### src/audio_delay_pkg.sv
package audio_delay_pkg;

    localparam int byte_idx_w = 13;                // Byte index into the 8 KiB audio window
    localparam int word_idx_w = 11;                // Word index into the same window
    localparam int sample_w   = 8;                 // One microphone sample is one byte
    localparam int word_w     = 32;                // SRAM data word
    localparam int addr_w     = 32;                // SRAM byte address

    // First byte of the audio window in the SRAM address space
    localparam logic [addr_w-1:0] sram_base = 32'h3300_0000;

    // One SRAM data word, seen either as a whole or as four sample lanes
    typedef union packed {
        logic [word_w-1:0]              raw;       // Word as it crosses the SRAM bus
        logic [3:0][sample_w-1:0]       lanes;     // Lane 0 sits in bits 7..0
    } audio_word_u;

    // Everything the design drives towards the SRAM
    typedef struct packed {
        logic                           read;      // Read request level
        logic                           write;     // Write request level
        logic [addr_w-1:0]              addr;      // Byte address of the word
        audio_word_u                    wdata;     // Full word to store
    } mem_req_t;

    // Everything the SRAM drives back
    typedef struct packed {
        logic                           busy;      // High while an access is in progress
        audio_word_u                    rdata;     // Valid from the cycle busy drops
    } mem_rsp_t;

    // Command sequencer states, also used as the strobe into both requesters
    typedef enum logic [1:0] {
        seq_idle  = 2'd0,                          // Waiting for record or search
        seq_read  = 2'd1,                          // One cycle that starts a search
        seq_write = 2'd2,                          // One cycle that stores a sample
        seq_busy  = 2'd3                           // Waiting for the requesters to finish
    } seq_state_e;

endpackage

### src/mem_sequencer.sv
`timescale 1ns/1ps

module mem_sequencer import audio_delay_pkg::*; (
    input  logic       clk,
    input  logic       rst,
    input  logic       record,           // Sample strobe from the effect side
    input  logic       search,           // Lookup strobe from the effect side
    input  logic       write_pending,    // Packer still holds the SRAM port
    input  logic       read_pending,     // Reader still holds the SRAM port
    output seq_state_e state
);

    seq_state_e state_next;              // Next-state value from the decoder below
    logic       bus_owned;               // Either requester still has an access open

    // The port is free only once both requesters have dropped their levels
    assign bus_owned = write_pending || read_pending;

    always_comb begin
        state_next = state;              // Hold by default
        case (state)
            seq_idle: begin
                // Commands are honoured here only, and a recording beats a search
                if (record) begin
                    state_next = seq_write;
                end else if (search) begin
                    state_next = seq_read;
                end
            end
            seq_write: begin
                state_next = seq_busy;   // Write step lasts exactly one cycle
            end
            seq_read: begin
                state_next = seq_busy;   // Read step lasts exactly one cycle
            end
            seq_busy: begin
                if (!bus_owned) begin
                    state_next = seq_idle;   // Nothing outstanding so accept again
                end
            end
            default: begin
                state_next = seq_idle;   // Unreachable with a 2-bit encoding
            end
        endcase
    end

    // Strobes seen outside idle fall through without effect
    always_ff @(posedge clk or posedge rst) begin
        if (rst) begin
            state <= seq_idle;
        end else begin
            state <= state_next;
        end
    end

endmodule

### src/sample_packer.sv
`timescale 1ns/1ps

module sample_packer import audio_delay_pkg::*; (
    input  logic                  clk,
    input  logic                  rst,
    input  seq_state_e            state,        // Sequencer state used as the record strobe
    input  logic [sample_w-1:0]   mic_sample,   // Byte to store on a record step
    input  logic                  mem_busy,     // SRAM busy level
    output logic [byte_idx_w-1:0] write_ptr,    // Next byte position to be filled
    output logic                  write,        // Write request level and pending flag
    output logic [word_idx_w-1:0] write_addr,   // Word index of the pending write
    output audio_word_u           wdata         // Word handed to the SRAM
);

    logic [1:0]  lane;                          // Lane the incoming byte lands in
    audio_word_u pack_word;                     // Word under assembly
    audio_word_u pack_next;                     // Assembly word with the new byte merged
    logic        seen_busy;                     // SRAM has acknowledged the current write
    logic        write_done;                    // Completion cycle of the current write

    assign lane       = write_ptr[1:0];
    assign write_done = write && seen_busy && !mem_busy;

    // Merge the new byte so a lane 3 step can hand over the whole word at once
    always_comb begin
        pack_next             = pack_word;
        pack_next.lanes[lane] = mic_sample;
    end

    // Data path only moves on a record step
    always_ff @(posedge clk) begin
        if (state == seq_write) begin
            pack_word <= pack_next;
            if (lane == 2'd3) begin
                wdata      <= pack_next;                        // Freeze the full word
                write_addr <= write_ptr[byte_idx_w-1:2];        // And the word it belongs to
            end
        end
    end

    always_ff @(posedge clk or posedge rst) begin
        if (rst) begin
            write_ptr <= '0;
            write     <= 1'b0;
            seen_busy <= 1'b0;
        end else begin
            if (state == seq_write) begin
                write_ptr <= write_ptr + 1'b1;                  // Wraps at 8192 bytes
            end
            // One write per four samples, held until the SRAM has finished it
            if (state == seq_write && lane == 2'd3) begin
                write <= 1'b1;
            end else if (write_done) begin
                write <= 1'b0;
            end
            // Busy may lag the request by a cycle so remember it was seen
            if (write_done) begin
                seen_busy <= 1'b0;
            end else if (write && mem_busy) begin
                seen_busy <= 1'b1;
            end
        end
    end

endmodule

### src/delay_reader.sv
`timescale 1ns/1ps

module delay_reader import audio_delay_pkg::*; (
    input  logic                  clk,
    input  logic                  rst,
    input  seq_state_e            state,           // Sequencer state used as the search strobe
    input  logic [byte_idx_w-1:0] offset,          // Byte distance ahead of the write pointer
    input  logic [byte_idx_w-1:0] write_ptr,       // Packer's byte pointer
    input  logic                  write,           // Packer's write request level
    input  logic [word_idx_w-1:0] write_addr,      // Word the packer is writing
    input  mem_rsp_t              mem_rsp,         // SRAM response
    output logic                  read,            // Read request level and pending flag
    output logic [word_idx_w-1:0] read_addr,       // Word index of the search
    output logic [sample_w-1:0]   delayed_sample   // Byte found by the last search
);

    logic [byte_idx_w-1:0] read_idx;               // Byte index of the search
    logic [1:0]            read_lane;              // Lane of that byte inside its word
    audio_word_u           cache_word;             // Last word fetched from SRAM
    logic [word_idx_w-1:0] cache_addr;             // Word index of the cached word
    logic                  cache_valid;            // Cached word still matches SRAM
    logic                  cache_hit;              // Search lands in the cached word
    logic                  seen_busy;              // SRAM has acknowledged the current read
    logic                  read_done;              // Completion cycle of the current read

    assign read_addr = read_idx[byte_idx_w-1:2];
    assign read_lane = read_idx[1:0];              // Lane follows the search, not the pointer
    assign cache_hit = cache_valid && (cache_addr == read_addr);
    assign read_done = read && seen_busy && !mem_rsp.busy;

    // Tracks the pointer while idle so the value at the accepting edge is kept
    always_ff @(posedge clk) begin
        if (state == seq_idle) begin
            read_idx <= write_ptr + offset;        // Thirteen bits wrap modulo 8192
        end
    end

    always_ff @(posedge clk) begin
        if (read_done) begin
            cache_word <= mem_rsp.rdata;
            cache_addr <= read_addr;
        end
    end

    always_ff @(posedge clk or posedge rst) begin
        if (rst) begin
            read           <= 1'b0;
            seen_busy      <= 1'b0;
            cache_valid    <= 1'b0;
            delayed_sample <= '0;
        end else begin
            // Only a miss goes out to the SRAM
            if (state == seq_read && !cache_hit) begin
                read <= 1'b1;
            end else if (read_done) begin
                read <= 1'b0;
            end
            if (read_done) begin
                seen_busy <= 1'b0;
            end else if (read && mem_rsp.busy) begin
                seen_busy <= 1'b1;
            end
            // A write to the cached word makes the copy stale
            if (read_done) begin
                cache_valid <= 1'b1;
            end else if (write && write_addr == cache_addr) begin
                cache_valid <= 1'b0;
            end
            // A hit answers straight away and a miss answers on completion
            if (state == seq_read && cache_hit) begin
                delayed_sample <= cache_word.lanes[read_lane];
            end else if (read_done) begin
                delayed_sample <= mem_rsp.rdata.lanes[read_lane];
            end
        end
    end

endmodule

### src/audio_delay_top.sv
`timescale 1ns/1ps

module audio_delay_top import audio_delay_pkg::*; (
    input  logic                  clk,
    input  logic                  rst,
    input  logic                  record,          // Store mic_sample
    input  logic [sample_w-1:0]   mic_sample,
    input  logic                  search,          // Look up the byte at pointer plus offset
    input  logic [byte_idx_w-1:0] offset,
    input  mem_rsp_t              mem_rsp,         // From the external SRAM
    output mem_req_t              mem_req,         // To the external SRAM
    output logic [sample_w-1:0]   delayed_sample
);

    seq_state_e            state;                  // Shared command strobe
    logic [byte_idx_w-1:0] write_ptr;
    logic                  write;
    logic [word_idx_w-1:0] write_addr;
    audio_word_u           wdata;
    logic                  read;
    logic [word_idx_w-1:0] read_addr;
    logic [word_idx_w-1:0] word_sel;               // Word of whichever requester is active

    mem_sequencer seq_i (
        .clk           (clk),
        .rst           (rst),
        .record        (record),
        .search        (search),
        .write_pending (write),
        .read_pending  (read),
        .state         (state)
    );

    sample_packer packer_i (
        .clk        (clk),
        .rst        (rst),
        .state      (state),
        .mic_sample (mic_sample),
        .mem_busy   (mem_rsp.busy),
        .write_ptr  (write_ptr),
        .write      (write),
        .write_addr (write_addr),
        .wdata      (wdata)
    );

    delay_reader reader_i (
        .clk            (clk),
        .rst            (rst),
        .state          (state),
        .offset         (offset),
        .write_ptr      (write_ptr),
        .write          (write),
        .write_addr     (write_addr),
        .mem_rsp        (mem_rsp),
        .read           (read),
        .read_addr      (read_addr),
        .delayed_sample (delayed_sample)
    );

    // The sequencer never lets both requests overlap so one select is enough
    assign word_sel = write ? write_addr : read_addr;

    always_comb begin
        mem_req       = '0;                        // Quiet bus while nothing is requested
        mem_req.read  = read;
        mem_req.write = write;
        if (write || read) begin
            mem_req.addr = sram_base + {{(addr_w - word_idx_w - 2){1'b0}}, word_sel, 2'b00};
        end
        if (write) begin
            mem_req.wdata = wdata;
        end
    end

endmodule

### config.mk
export PLATFORM = sky130hd
export DESIGN_NAME = audio_delay_top
export DESIGN_NICKNAME = d
export VERILOG_FILES = /design/src/audio_delay_pkg.sv /design/src/mem_sequencer.sv /design/src/sample_packer.sv /design/src/delay_reader.sv /design/src/audio_delay_top.sv
export SDC_FILE = /design/constraint.sdc
export NUM_CORES = 1
export LEC_CHECK = 0
export BUFFER_PORTS_ARGS = -buffer_cell sky130_fd_sc_hd__buf_4
export CELL_PAD_IN_SITES_DETAIL_PLACEMENT = 1
export CELL_PAD_IN_SITES_GLOBAL_PLACEMENT = 1
export CORE_AREA = 2 2 138 140
export CTS_BUF_LIST = sky130_fd_sc_hd__clkbuf_16
export DETAILED_ROUTE_END_ITERATION = 6
export DIE_AREA = 0 0 140 142
export PLACE_DENSITY = 0.76
export SETUP_SLACK_MARGIN = 0.5
export SLEW_MARGIN = 20
export SYNTH_ARGS = -nofsm -noshare
export SYNTH_HDL_FRONTEND = slang
export SYNTH_HIERARCHICAL = 1
export SYNTH_SLANG_ARGS = --single-unit
### constraint.sdc
create_clock -name clk -period 2.3 [get_ports clk]
set_input_delay 0.23 -clock clk [delete_from_list [all_inputs] [get_ports clk]]
set_output_delay 0.23 -clock clk [all_outputs]
set_load 0.01 [all_outputs]
==> results of run 1 <==
## cell families after synthesis
family                     after synthesis  share of synthesized area (%)
AOI/OAI and AO/OA                       48                           4.42
xor gates and xnor gates                45                           5.21
adders and majority gates               20                           3.41
buffers and inverters                   61                           5.36
DFF                                    159                           61.3
muxes                                   66                           13.0
other                                    1                         0.0496
and+or+nand+nor                         90                           7.25
## cell usage in the layout (no fill, tap or decap), drive strengths merged, types with 2 or more instances in the layout
cell | synthesis | layout
buf | 41 | 156
edfxtp | 131 | 131
mux2 | 50 | 50
xnor2 | 34 | 34
dlygate4sd3 | 0 | 33
and2 | 32 | 32
dfrtp | 28 | 28
ha | 19 | 19
clkbuf | 7 | 18
conb | 1 | 17
inv | 13 | 16
mux4 | 16 | 16
nand2 | 15 | 15
o21ai | 12 | 12
xor2 | 11 | 11
a22o | 11 | 11
nand4 | 11 | 11
nor2 | 9 | 9
a21oi | 7 | 7
nand2b | 6 | 6
clkinvlp | 0 | 5
a21o | 4 | 4
clkinv | 0 | 4
a211oi | 4 | 4
bufinv | 0 | 3
o21a | 3 | 3
nor2b | 3 | 3
and3 | 3 | 3
nor4 | 3 | 3
nand3 | 2 | 2
nor3 | 2 | 2
nand3b | 2 | 2
o31ai | 2 | 2
## state kept, by name, indices dropped and copies added (netlist names)
name / cells
packer_i/pack_word: 32
packer_i/seen_busy: 1
packer_i/wdata: 32
packer_i/write: 1
packer_i/write_addr: 11
packer_i/write_ptr: 13
reader_i/cache_addr: 11
reader_i/cache_valid: 1
reader_i/cache_word: 32
reader_i/delayed_sample: 8
reader_i/read: 1
reader_i/read_idx: 13
reader_i/seen_busy: 1
seq_i/state: 2
## tightest hold or removal path, delay by kind of cell
family	cells	cell delay, ns
AO/OA/AOI/OAI	1	0.07
buffers and inverters	1	0.11
AND/OR/NAND/NOR	1	0.05
## worst min path at each step
stage | from | to | slack [ns] | cells after the start
after global routing | mem_rsp[32] | packer_i/seen_busy$_DFFE_PP0P_ | 0.06 | 3
after floorplan | rst | seq_i/state[0]$_DFFE_PP0P_ | -0.03 | 1
after CTS | mem_rsp[32] | packer_i/seen_busy$_DFFE_PP0P_ | 0.04 | 3
after detailed placement | rst | seq_i/state[1]$_DFFE_PP0P_ | 0.12 | 2
final | mem_rsp[32] | packer_i/seen_busy$_DFFE_PP0P_ | 0.07 | 3
after global placement | rst | seq_i/state[1]$_DFFE_PP0P_ | 0.11 | 2
## cell type report
type / count / share of cell area, %
Sequential cell: 159 / 46.4
Timing Repair Buffer: 190 / 16.1
Multi-Input combinational cell: 286 / 27.9
Inverter: 13 / 0.601
Tap cell: 234 / 2.93
Clock inverter: 15 / 1.85
Clock buffer: 17 / 4.26
## per-stage QoR
step | setup WS (ns) | power (W) | std cells | hold WS [ns] | util [%]
floorplan | 0.343 | 0.00735 | 506 | -0.0288 | -
global route | 0.217 | 0.0130 | 914 | 0.0614 | 54.2
CTS | 0.350 | 0.0121 | 904 | 0.0406 | 53.1
global placement | 0.219 | 0.00848 | 821 | 0.107 | 46.7
detailed placement | 0.149 | 0.00873 | 821 | 0.119 | 46.7
finish | 0.290 | 0.0124 | 914 | 0.0744 | 54.2
## where the power goes
group / leakage (nW) / internal (W) / switching [W]
clock network: 0.296 / 0.00172 / 0.00118
logic: 2.11 / 0.00249 / 0.00230
registers: 1.55 / 0.00428 / 0.000479
total: 3.95 / 0.00849 / 0.00395
## routing by layer
metal	GRT usage (%)	vias up
li1	-	2137
met1	23.8	2399
met2	35.2	122
met3	4.58	16
met4	5.74	0
met5	0	-
## what timing repair did
item                                    in CTS  in global routing
endpoints found under the setup margin      88                 52
hold endpoints to repair                    60                  0
hold buffers                                33                  0
resized for setup                           24                 28
buffers inserted                            18                  9
pin swaps                                   11                  9
gates cloned                                 0                  1
==> impl_metrics.py, run 1 <==
metrics = {
    "outcome": {
        "status": "complete, but fails checks",
        "violations": "design-rule violations",
    },
    "sta": {
        "maxSlewViolCount": 0,
        "fin_tns_setup_ns": 0,
        "hold_violations": 0,
        "fmax_mhz": 498,
        "period_share_pct": 87.4,
        "rsz0062_at_grt": "true",
        "slew_headroom_pct": 51.2,
        "setup_viol": 0,
        "tightestPinTransition_ns": 0.731,
        "clock_skew_ns": 0.0119,
        "period_needed_ns": 2.01,
    },
    "cts": {
        "clkTransAtPathRegs_ns": 0.06,
        "clkLatencyLatePin_ns": 0.43,
        "clockBufferDepth": 2,
        "cts_max_level": 4,
        "cts_buffers": 17,
        "clkSinkCount": 159,
        "cts_tree": "done",
        "cts.root.buffer_cell": "clkbuf_16",
    },
    "power_and_ir_drop": {
        "peakVddDrop_mv": 0.706,
        "leakage_nw": 3.95,
        "powerDensity_nw_per_um2": 1250,
    },
    "die": {
        "pin_count": 132,
        "die_area_um2": 19900,
        "placeableCoreArea_um2": 18500,
        "start_util_pct": 41.0,
        "rows": 50,
        "die_w_um": 140,
        "die_h_um": 142,
    },
    "logic_synthesis": {
        "synth_top_area_share_pct": 52.0,
        "synth-main-ff-cell": "edfxtp_1",
        "synth_common_cells": "131 x edfxtp_1, 47 x mux2_2, 35 x buf_4",
        "synth_area_leaders": "edfxtp_1 52%, dfrtp_1 9.3%, mux2_2 7.0%, mux4_1 5.2%, xnor2_1 3.9%",
        "synth_top_area_cell": "edfxtp_1",
        "yosysUniqueCellTypes": 52,
        "async_reset_ff_share_pct": 17.6,
        "yosysMostFrequentCell": "edfxtp_1",
        "yosys_register_bits": 159,
        "syn_avg_cell_area_um2": 15.4,
        "synth-edff-count": 131,
        "netlist_area_um2": 7560,
        "syn_inst": 490,
        "synth_warnings": 6,
        "seq_area_frac_synth_pct": 61.3,
    },
    "placement": {
        "dpl_cell_area_um2": 8610,
        "place_hpwl_um": 12300,
        "port_buffers": 114,
        "gp_congestion": 0.850,
    },
    "global_route": {
        "grt_pass1_wl_um": 29600,
        "grt_usage_pct": 19.6,
        "grt_antenna_before_repair": 0,
        "grt_max_degree": 44,
        "globalRouteOverflowTotal": 0,
        "grt_pass1_vias": 5280,
    },
    "cells_and_area": {
        "regArea_um2": 4640,
        "num_antenna_cells": 0,
        "finalNetCount": 745,
        "multi_input_area_um2": 2790,
        "final_cell_area_um2": 9990,
        "nFillCells": 1776,
        "drive_above_1_share_pct": 42.6,
        "syn2layout_area_growth_pct": 32.2,
    },
    "setup_path": {
        "r2r-start": "packer_i/write_ptr[0]$_DFFE_PP0N_",
        "crit_buf_inv": 0,
        "critPathSlowestCell": "dfrtp_1",
        "setup.worst_path.end": "reader_i/read_idx[6]$_DFFE_PN_",
        "worstPathCellList": "ha_4 > fa_2 > a211oi_2 > nor2_1 > o21a_1 > nor2_2 > xnor2_1",
        "cp.arrival_ns": 2.17,
        "worstSetupStartpointType": "flip-flop",
        "cp_max_fo": 2,
        "crit_type": "flip-flop to flip-flop",
        "r2r-end": "reader_i/read_idx[6]$_DFFE_PN_",
        "cp-end-kind": "flip-flop",
        "required_ns": 2.46,
        "regToRegSetupSlack_ns": 0.29,
        "path_depth": 7,
        "cp-startpoint": "packer_i/write_ptr[0]$_DFFE_PP0N_",
        "slowest_delay_ns": 0.41,
        "critPathTopFamily": "adder cells",
        "r2r_cells": 7,
    },
    "drt": {
        "ant_nets": 0,
        "met3_length_um": 773,
        "wl_met1_um": 7920,
        "drt_iter0_drc": 256,
        "top_layer": "met4",
        "drc_errors": 11,
        "wl_met2_um": 10700,
        "drt-total-wl_um": 19500,
        "vias": 4674,
        "vias_per_cell": 5.11,
        "wl_per_cell_um": 21.4,
        "dr.pass1.iters": 7,
    },
    "job": {
        "maxCapViolations": 0,
    },
    "worst_hold_path": {
        "hold_class": "input port to flip-flop",
    },
}
Power figures use the tool's default switching activity.
==> inputs of run 2 (changes only) <==
Settings changed: CORE_AREA 2 2 138 140 to 4 4 140 142, DIE_AREA 0 0 140 142 to 0 0 144 146.
==> run 2 against run 1 <==
Net effect:
- highest routed layer unchanged
- combinational power about the same
- non-clock buffer count grew 6
- sequential share of layout area down 0.27 points
- critical path depth unchanged
- total power down 1.4%
- final area increased by 0.66%
- the run now ends clean
- wire length is essentially flat
- worst setup slack got worse by 0.040 ns
- sequential cell count did not move
- critical endpoint is now reader_i/read_idx[12]$_DFFE_PN_
- sequential power about the same
- largest power group unchanged
==> impl_metrics.py, run 2 (synthesized netlist as in run 1, its figures left out) <==
metrics = {
    "outcome": {
        "status": "finished clean",
    },
    "cells_and_area": {
        "final_cell_mix": "148 x buf_4, 131 x edfxtp_1, 47 x mux2_2",
        "syn2layout_area_growth_pct": 33.1,
        "num_antenna_cells": 0,
        "mostFrequentLayoutCell": "buf_4",
        "top_regs": "packer_i/pack_word (32), packer_i/wdata (32), reader_i/cache_word (32)",
        "drive_above_1_share_pct": 42.9,
        "nFillCells": 1769,
        "finalNetCount": 752,
    },
    "global_route": {
        "grt_max_degree": 33,
        "grt_pass1_vias": 5180,
        "grt_antenna_before_repair": 0,
        "grt_pass1_wl_um": 29700,
        "grt_usage_pct": 18.7,
        "globalRouteOverflowTotal": 0,
    },
    "setup_path": {
        "setup.worst_path.end": "reader_i/read_idx[12]$_DFFE_PN_",
        "r2r-end": "reader_i/read_idx[12]$_DFFE_PN_",
        "worstSetupStartpointType": "flip-flop",
        "worstPathCellList": "ha_4 > fa_2 > a211oi_4 > o21a_1 > o31ai_2 > a21oi_2 > xnor2_1",
        "critPathSlowestCell": "dfrtp_1",
        "cp-end-kind": "flip-flop",
        "required_ns": 2.47,
        "regToRegSetupSlack_ns": 0.25,
        "slowest_delay_ns": 0.42,
        "r2r-start": "packer_i/write_ptr[0]$_DFFE_PP0N_",
        "cp.arrival_ns": 2.22,
        "cp-startpoint": "packer_i/write_ptr[0]$_DFFE_PP0N_",
        "r2r_cells": 7,
        "crit_type": "flip-flop to flip-flop",
        "cp_max_fo": 2,
    },
    "drt": {
        "drt-total-wl_um": 19500,
        "dr.pass1.iters": 4,
        "vias": 4773,
        "ant_nets": 0,
        "drt_iter0_drc": 223,
        "drc_errors": 0,
        "wl_per_cell_um": 21.2,
        "vias_per_cell": 5.18,
    },
    "sta": {
        "period_share_pct": 89.1,
        "hold_violations": 0,
        "rsz0062_at_grt": "true",
        "slew_headroom_pct": 50.1,
        "fmax_mhz": 488,
        "hold_ws_ns": 0.0791,
        "worst_slack_ns": 0.250,
        "maxSlewViolCount": 0,
        "tightestPinTransition_ns": 0.748,
        "fin_tns_setup_ns": 0,
        "period_needed_ns": 2.05,
        "setup_viol": 0,
        "clock_skew_ns": 0.0130,
    },
    "worst_hold_path": {
        "hp-start": "mem_rsp[32]",
        "hold_class": "input port to flip-flop",
    },
    "placement": {
        "port_buffers": 114,
        "gp_congestion": 0.817,
        "dp_slack_ns": 0.144,
        "place_hpwl_um": 12600,
    },
    "die": {
        "start_util_pct": 41.0,
        "pin_count": 132,
        "placeableCoreArea_um2": 18500,
        "die_area_um2": 21000,
        "die_w_um": 144,
        "rows": 50,
        "die_h_um": 146,
    },
    "cts": {
        "cts_buffers": 17,
        "cts_tree": "done",
        "clockBufferDepth": 2,
        "clkTransAtPathRegs_ns": 0.07,
        "cts_max_level": 4,
        "cts.root.buffer_cell": "clkbuf_16",
        "clkSinkCount": 159,
        "clkLatencyLatePin_ns": 0.43,
    },
    "job": {
        "maxCapViolations": 0,
    },
    "power_and_ir_drop": {
        "leakage_nw": 4.00,
        "peakVddDrop_mv": 0.658,
        "powerDensity_nw_per_um2": 1220,
    },
}
run 2: cell types whose count changed in the layout (fill, tap and decap cells not counted), moves of 3 or more:
cell | previous run | this run
mux4_2 | 8 | 2
ha_4 | 9 | 5
buf_6 | 1 | 6
bufinv_16 | 3 | 0
inv_8 | 1 | 6
mux4_1 | 8 | 14
ha_2 | 2 | 5
and2_4 | 0 | 3
mux2_2 | 43 | 47
and2_1 | 32 | 29
mux2_4 | 5 | 1
run 2: how the worst min path moves through the flow:
stage	end	slack, ns	cells past startpoint
after floorplan	seq_i/state[0]$_DFFE_PP0P_	-0.03	1
after CTS	packer_i/seen_busy$_DFFE_PP0P_	0.05	3
after global placement	seq_i/state[0]$_DFFE_PP0P_	0.11	2
after detailed placement	seq_i/state[0]$_DFFE_PP0P_	0.11	2
after global routing	reader_i/seen_busy$_DFFE_PP0P_	0.07	2
final	reader_i/seen_busy$_DFFE_PP0P_	0.08	2
run 2: metal layers:
layer	vias up	share of wire (%)	routed length [um]	global-route usage, %
met5	-	0	0	0
met4	0	0.89	174	5.74
met3	12	3.3	638	3.81
met2	97	54	10500	32.9
met1	2511	42	8270	22.9
li1	2153	-	-	-
run 2: power breakdown:
group | switching (W) | internal [W] | leakage [nW] | total, W
Clock | 0.00126 | 0.00144 | 0.279 | 0.00270
Sequential | 0.000480 | 0.00428 | 1.54 | 0.00476
Combinational | 0.00228 | 0.00253 | 2.18 | 0.00481
Total | 0.00402 | 0.00825 | 4.00 | 0.0123
run 2: worst max-delay path, delay by kind of cell, from the launching register on:
kind / cells / cell delay (ns)
adder cells (fa/ha/maj): 2 / 0.55
AO/OA/AOI/OAI: 4 / 0.74
XOR/XNOR: 1 / 0.09
flip-flops: 1 / 0.42
run 2: area by class of cell:
class                           instances  area, um2  area share, %
Clock buffer                           17        425           4.23
Clock inverter                         15        140           1.39
Inverter                               13       56.3          0.560
Multi-Input combinational cell        287       2800           27.8
Sequential cell                       159       4640           46.2
Tap cell                              234        293           2.91
Timing Repair Buffer                  196       1700           16.9
run 2: timing repair:
| action | in CTS | in global routing |
|---|---|---|
| gates resized for setup | 29 | 28 |
| buffers inserted | 13 | 20 |
| hold buffers | 33 | 0 |
| hold endpoints to repair | 60 | 0 |
| pin swaps | 17 | 18 |
| gates cloned | 3 | 1 |
| setup endpoints to repair | 64 | 112 |
run 2: stage by stage:
stage	instance area (um2)	cells	power (W)	utilization, %
after detailed placement	8590	819	0.00871	46.5
after global placement	8590	819	0.00846	46.5
after CTS	9780	900	0.0119	53.0
after global routing	10100	921	0.0129	54.5
final	10100	921	0.0123	54.5
after floorplan	7660	506	0.00735	-
==> inputs of run 3 (changes only) <==
Settings changed: REMOVE_ABC_BUFFERS set to 1.
==> run 3 against run 2 <==
Net effect:
- first-iteration DRC count fell by 17%
- count of clock-buffer cells in the layout did not move
- global-route usage fell by 1.2 points
- combinational power fell by 4%
- via count fell by 2.6%
- register-to-register slack improved by 0.02 ns
- sequential share of layout area rose by 0.64 points
- sequential power barely moved
- largest cell class unchanged
==> impl_metrics.py, run 3 (synthesized netlist as in run 1, its figures left out) <==
metrics = {
    "power_and_ir_drop": {
        "internal-power_w": 0.00830,
        "seqPwrFrac_pct": 39.4,
        "switching_power_w": 0.00371,
        "leakage_nw": 3.97,
        "total_power_w": 0.0120,
        "powerDensity_nw_per_um2": 1210,
        "comb_power_share_pct": 38.3,
        "peakVddDrop_mv": 0.714,
        "p_sw_share_pct": 30.9,
        "clkPwrFrac_pct": 22.3,
    },
    "cts": {
        "cts_buffers": 17,
        "clkLatencyLatePin_ns": 0.43,
        "clkSinkCount": 159,
        "clkTransAtPathRegs_ns": 0.06,
        "cts_max_level": 4,
        "cts_tree": "done",
        "clockBufferDepth": 2,
        "cts.root.buffer_cell": "clkbuf_16",
    },
    "drt": {
        "drc_errors": 0,
        "drt-total-wl_um": 19100,
        "wl_met1_um": 7810,
        "met3_length_um": 842,
        "ant_nets": 0,
        "wl_met2_um": 9900,
        "vias_per_cell": 5.09,
        "drt_iter0_drc": 186,
        "top_layer": "met4",
        "vias": 4647,
        "dr.pass1.iters": 4,
        "wl_per_cell_um": 20.9,
    },
    "sta": {
        "setup_viol": 0,
        "period_share_pct": 88.1,
        "slew_headroom_pct": 59.5,
        "hold_ws_ns": 0.0759,
        "clock_skew_ns": 0.0111,
        "maxSlewViolCount": 0,
        "period_needed_ns": 2.03,
        "fin_tns_setup_ns": 0,
        "fmax_mhz": 494,
        "rsz0062_at_grt": "true",
        "hold_violations": 0,
        "tightestPinTransition_ns": 0.607,
    },
    "cells_and_area": {
        "finalNetCount": 744,
        "final-instance-count-excl-fill": 913,
        "num_antenna_cells": 0,
        "top_regs": "packer_i/pack_word (32), packer_i/wdata (32), reader_i/cache_word (32)",
        "final_cell_mix": "142 x buf_4, 131 x edfxtp_1, 41 x mux2_2",
        "syn2layout_area_growth_pct": 31.0,
        "mostFrequentLayoutCell": "buf_4",
        "drive_above_1_share_pct": 40.5,
        "final_cell_area_um2": 9910,
    },
    "setup_path": {
        "worstPathCellList": "ha_4 > fa_2 > a211oi_2 > o21a_1 > o31ai_1 > a21oi_1 > xnor2_1",
        "regToRegSetupSlack_ns": 0.27,
        "r2r-end": "reader_i/read_idx[12]$_DFFE_PN_",
        "crit_buf_inv": 0,
        "worstSetupStartpointType": "flip-flop",
        "r2r_cells": 7,
        "setup.worst_path.end": "reader_i/read_idx[12]$_DFFE_PN_",
        "r2r-start": "packer_i/write_ptr[0]$_DFFE_PP0N_",
        "cp-startpoint": "packer_i/write_ptr[0]$_DFFE_PP0N_",
        "crit_type": "flip-flop to flip-flop",
        "cp-end-kind": "flip-flop",
        "required_ns": 2.47,
        "cp_max_fo": 2,
        "critPathSlowestCell": "dfrtp_1",
        "path_depth": 7,
        "cp.arrival_ns": 2.20,
        "slowest_delay_ns": 0.41,
        "critPathTopFamily": "compound AO/OA/AOI/OAI gates",
    },
    "die": {
        "start_util_pct": 41.0,
        "placeableCoreArea_um2": 18500,
        "die_w_um": 144,
        "rows": 50,
        "die_area_um2": 21000,
        "pin_count": 132,
        "die_h_um": 146,
    },
    "global_route": {
        "globalRouteOverflowTotal": 0,
        "grt_antenna_before_repair": 0,
        "grt_usage_pct": 17.5,
        "grt_max_degree": 44,
        "grt_pass1_vias": 5173,
        "grt_pass1_wl_um": 27900,
    },
    "placement": {
        "gp_congestion": 0.855,
        "dp.cells": 822,
        "port_buffers": 114,
        "place_hpwl_um": 12200,
        "dpl_cell_area_um2": 8570,
    },
    "outcome": {
        "status": "finished clean",
    },
    "job": {
        "maxCapViolations": 0,
    },
    "worst_hold_path": {
        "hold_class": "input port to flip-flop",
    },
}
-- run 3: cell count changes in the layout (fill, tap and decap cells not counted), sizes merged --
cell / before / now
clkinv: 2 / 6
nor2b: 4 / 3
bufinv: 0 / 2
inv: 23 / 16
clkinvlp: 3 / 4
buf: 162 / 153
clkbuf: 18 / 20
-- run 3: area by class of cell --
class / instances / area (um2)
Timing Repair Buffer: 189 / 1660
Clock inverter: 15 / 131
Tap cell: 234 / 293
Sequential cell: 159 / 4640
Multi-Input combinational cell: 286 / 2720
Fill cell: 1771 / 8550
Inverter: 13 / 48.8
Clock buffer: 17 / 425
-- run 3: metrics by stage --
stage          setup slack, ns  utilization, %
2_1_floorplan            -1.66               -
3_3_place_gp             0.128            46.4
3_5_place_dp            0.0497            46.4
4_1_cts                  0.363            52.4
5_1_grt                  0.212            53.7
6_report                 0.275            53.7
-- run 3: power groups by stage --
| stage | logic (W) | registers [W] | clock network (W) |
|---|---|---|---|
| final | 0.00461 | 0.00473 | 0.00268 |
| after floorplan | 0.00222 | 0.00478 | 0 |
| after global routing | 0.00498 | 0.00481 | 0.00290 |
| after detailed placement | 0.00386 | 0.00477 | 0 |
| after global placement | 0.00368 | 0.00470 | 0 |
| after CTS | 0.00421 | 0.00471 | 0.00274 |
-- run 3: repair_timing --
item	4_1_cts	5_1_grt
setup buffers	15	8
hold endpoints to repair	60	0
endpoints found under the setup margin	103	83
hold buffers	33	0
cloned	0	3
pin swaps	13	5
gates resized for setup	20	30
-- run 3: worst min-delay path, stage by stage --
cell	delay (ns)
buf_4	0.11
nand2_1	0.05
o21ai_0	0.07
-- run 3: worst min-delay path by stage --
stage           startpoint                             end  slack (ns)  cells past startpoint
3_3_place_gp           rst      seq_i/state[0]$_DFFE_PP0P_        0.11                      2
3_5_place_dp           rst      seq_i/state[0]$_DFFE_PP0P_        0.12                      2
6_report       mem_rsp[32]  packer_i/seen_busy$_DFFE_PP0P_        0.08                      3
2_1_floorplan          rst      seq_i/state[0]$_DFFE_PP0P_       -0.03                      1
5_1_grt        mem_rsp[32]  packer_i/seen_busy$_DFFE_PP0P_        0.08                      3
4_1_cts        mem_rsp[32]  packer_i/seen_busy$_DFFE_PP0P_        0.06                      3
-- run 3: routing by layer --
layer	track usage, %	vias up
met5	0	-
met4	6.92	0
met3	3.94	32
met2	30.0	137
met1	21.2	2352
li1	-	2126
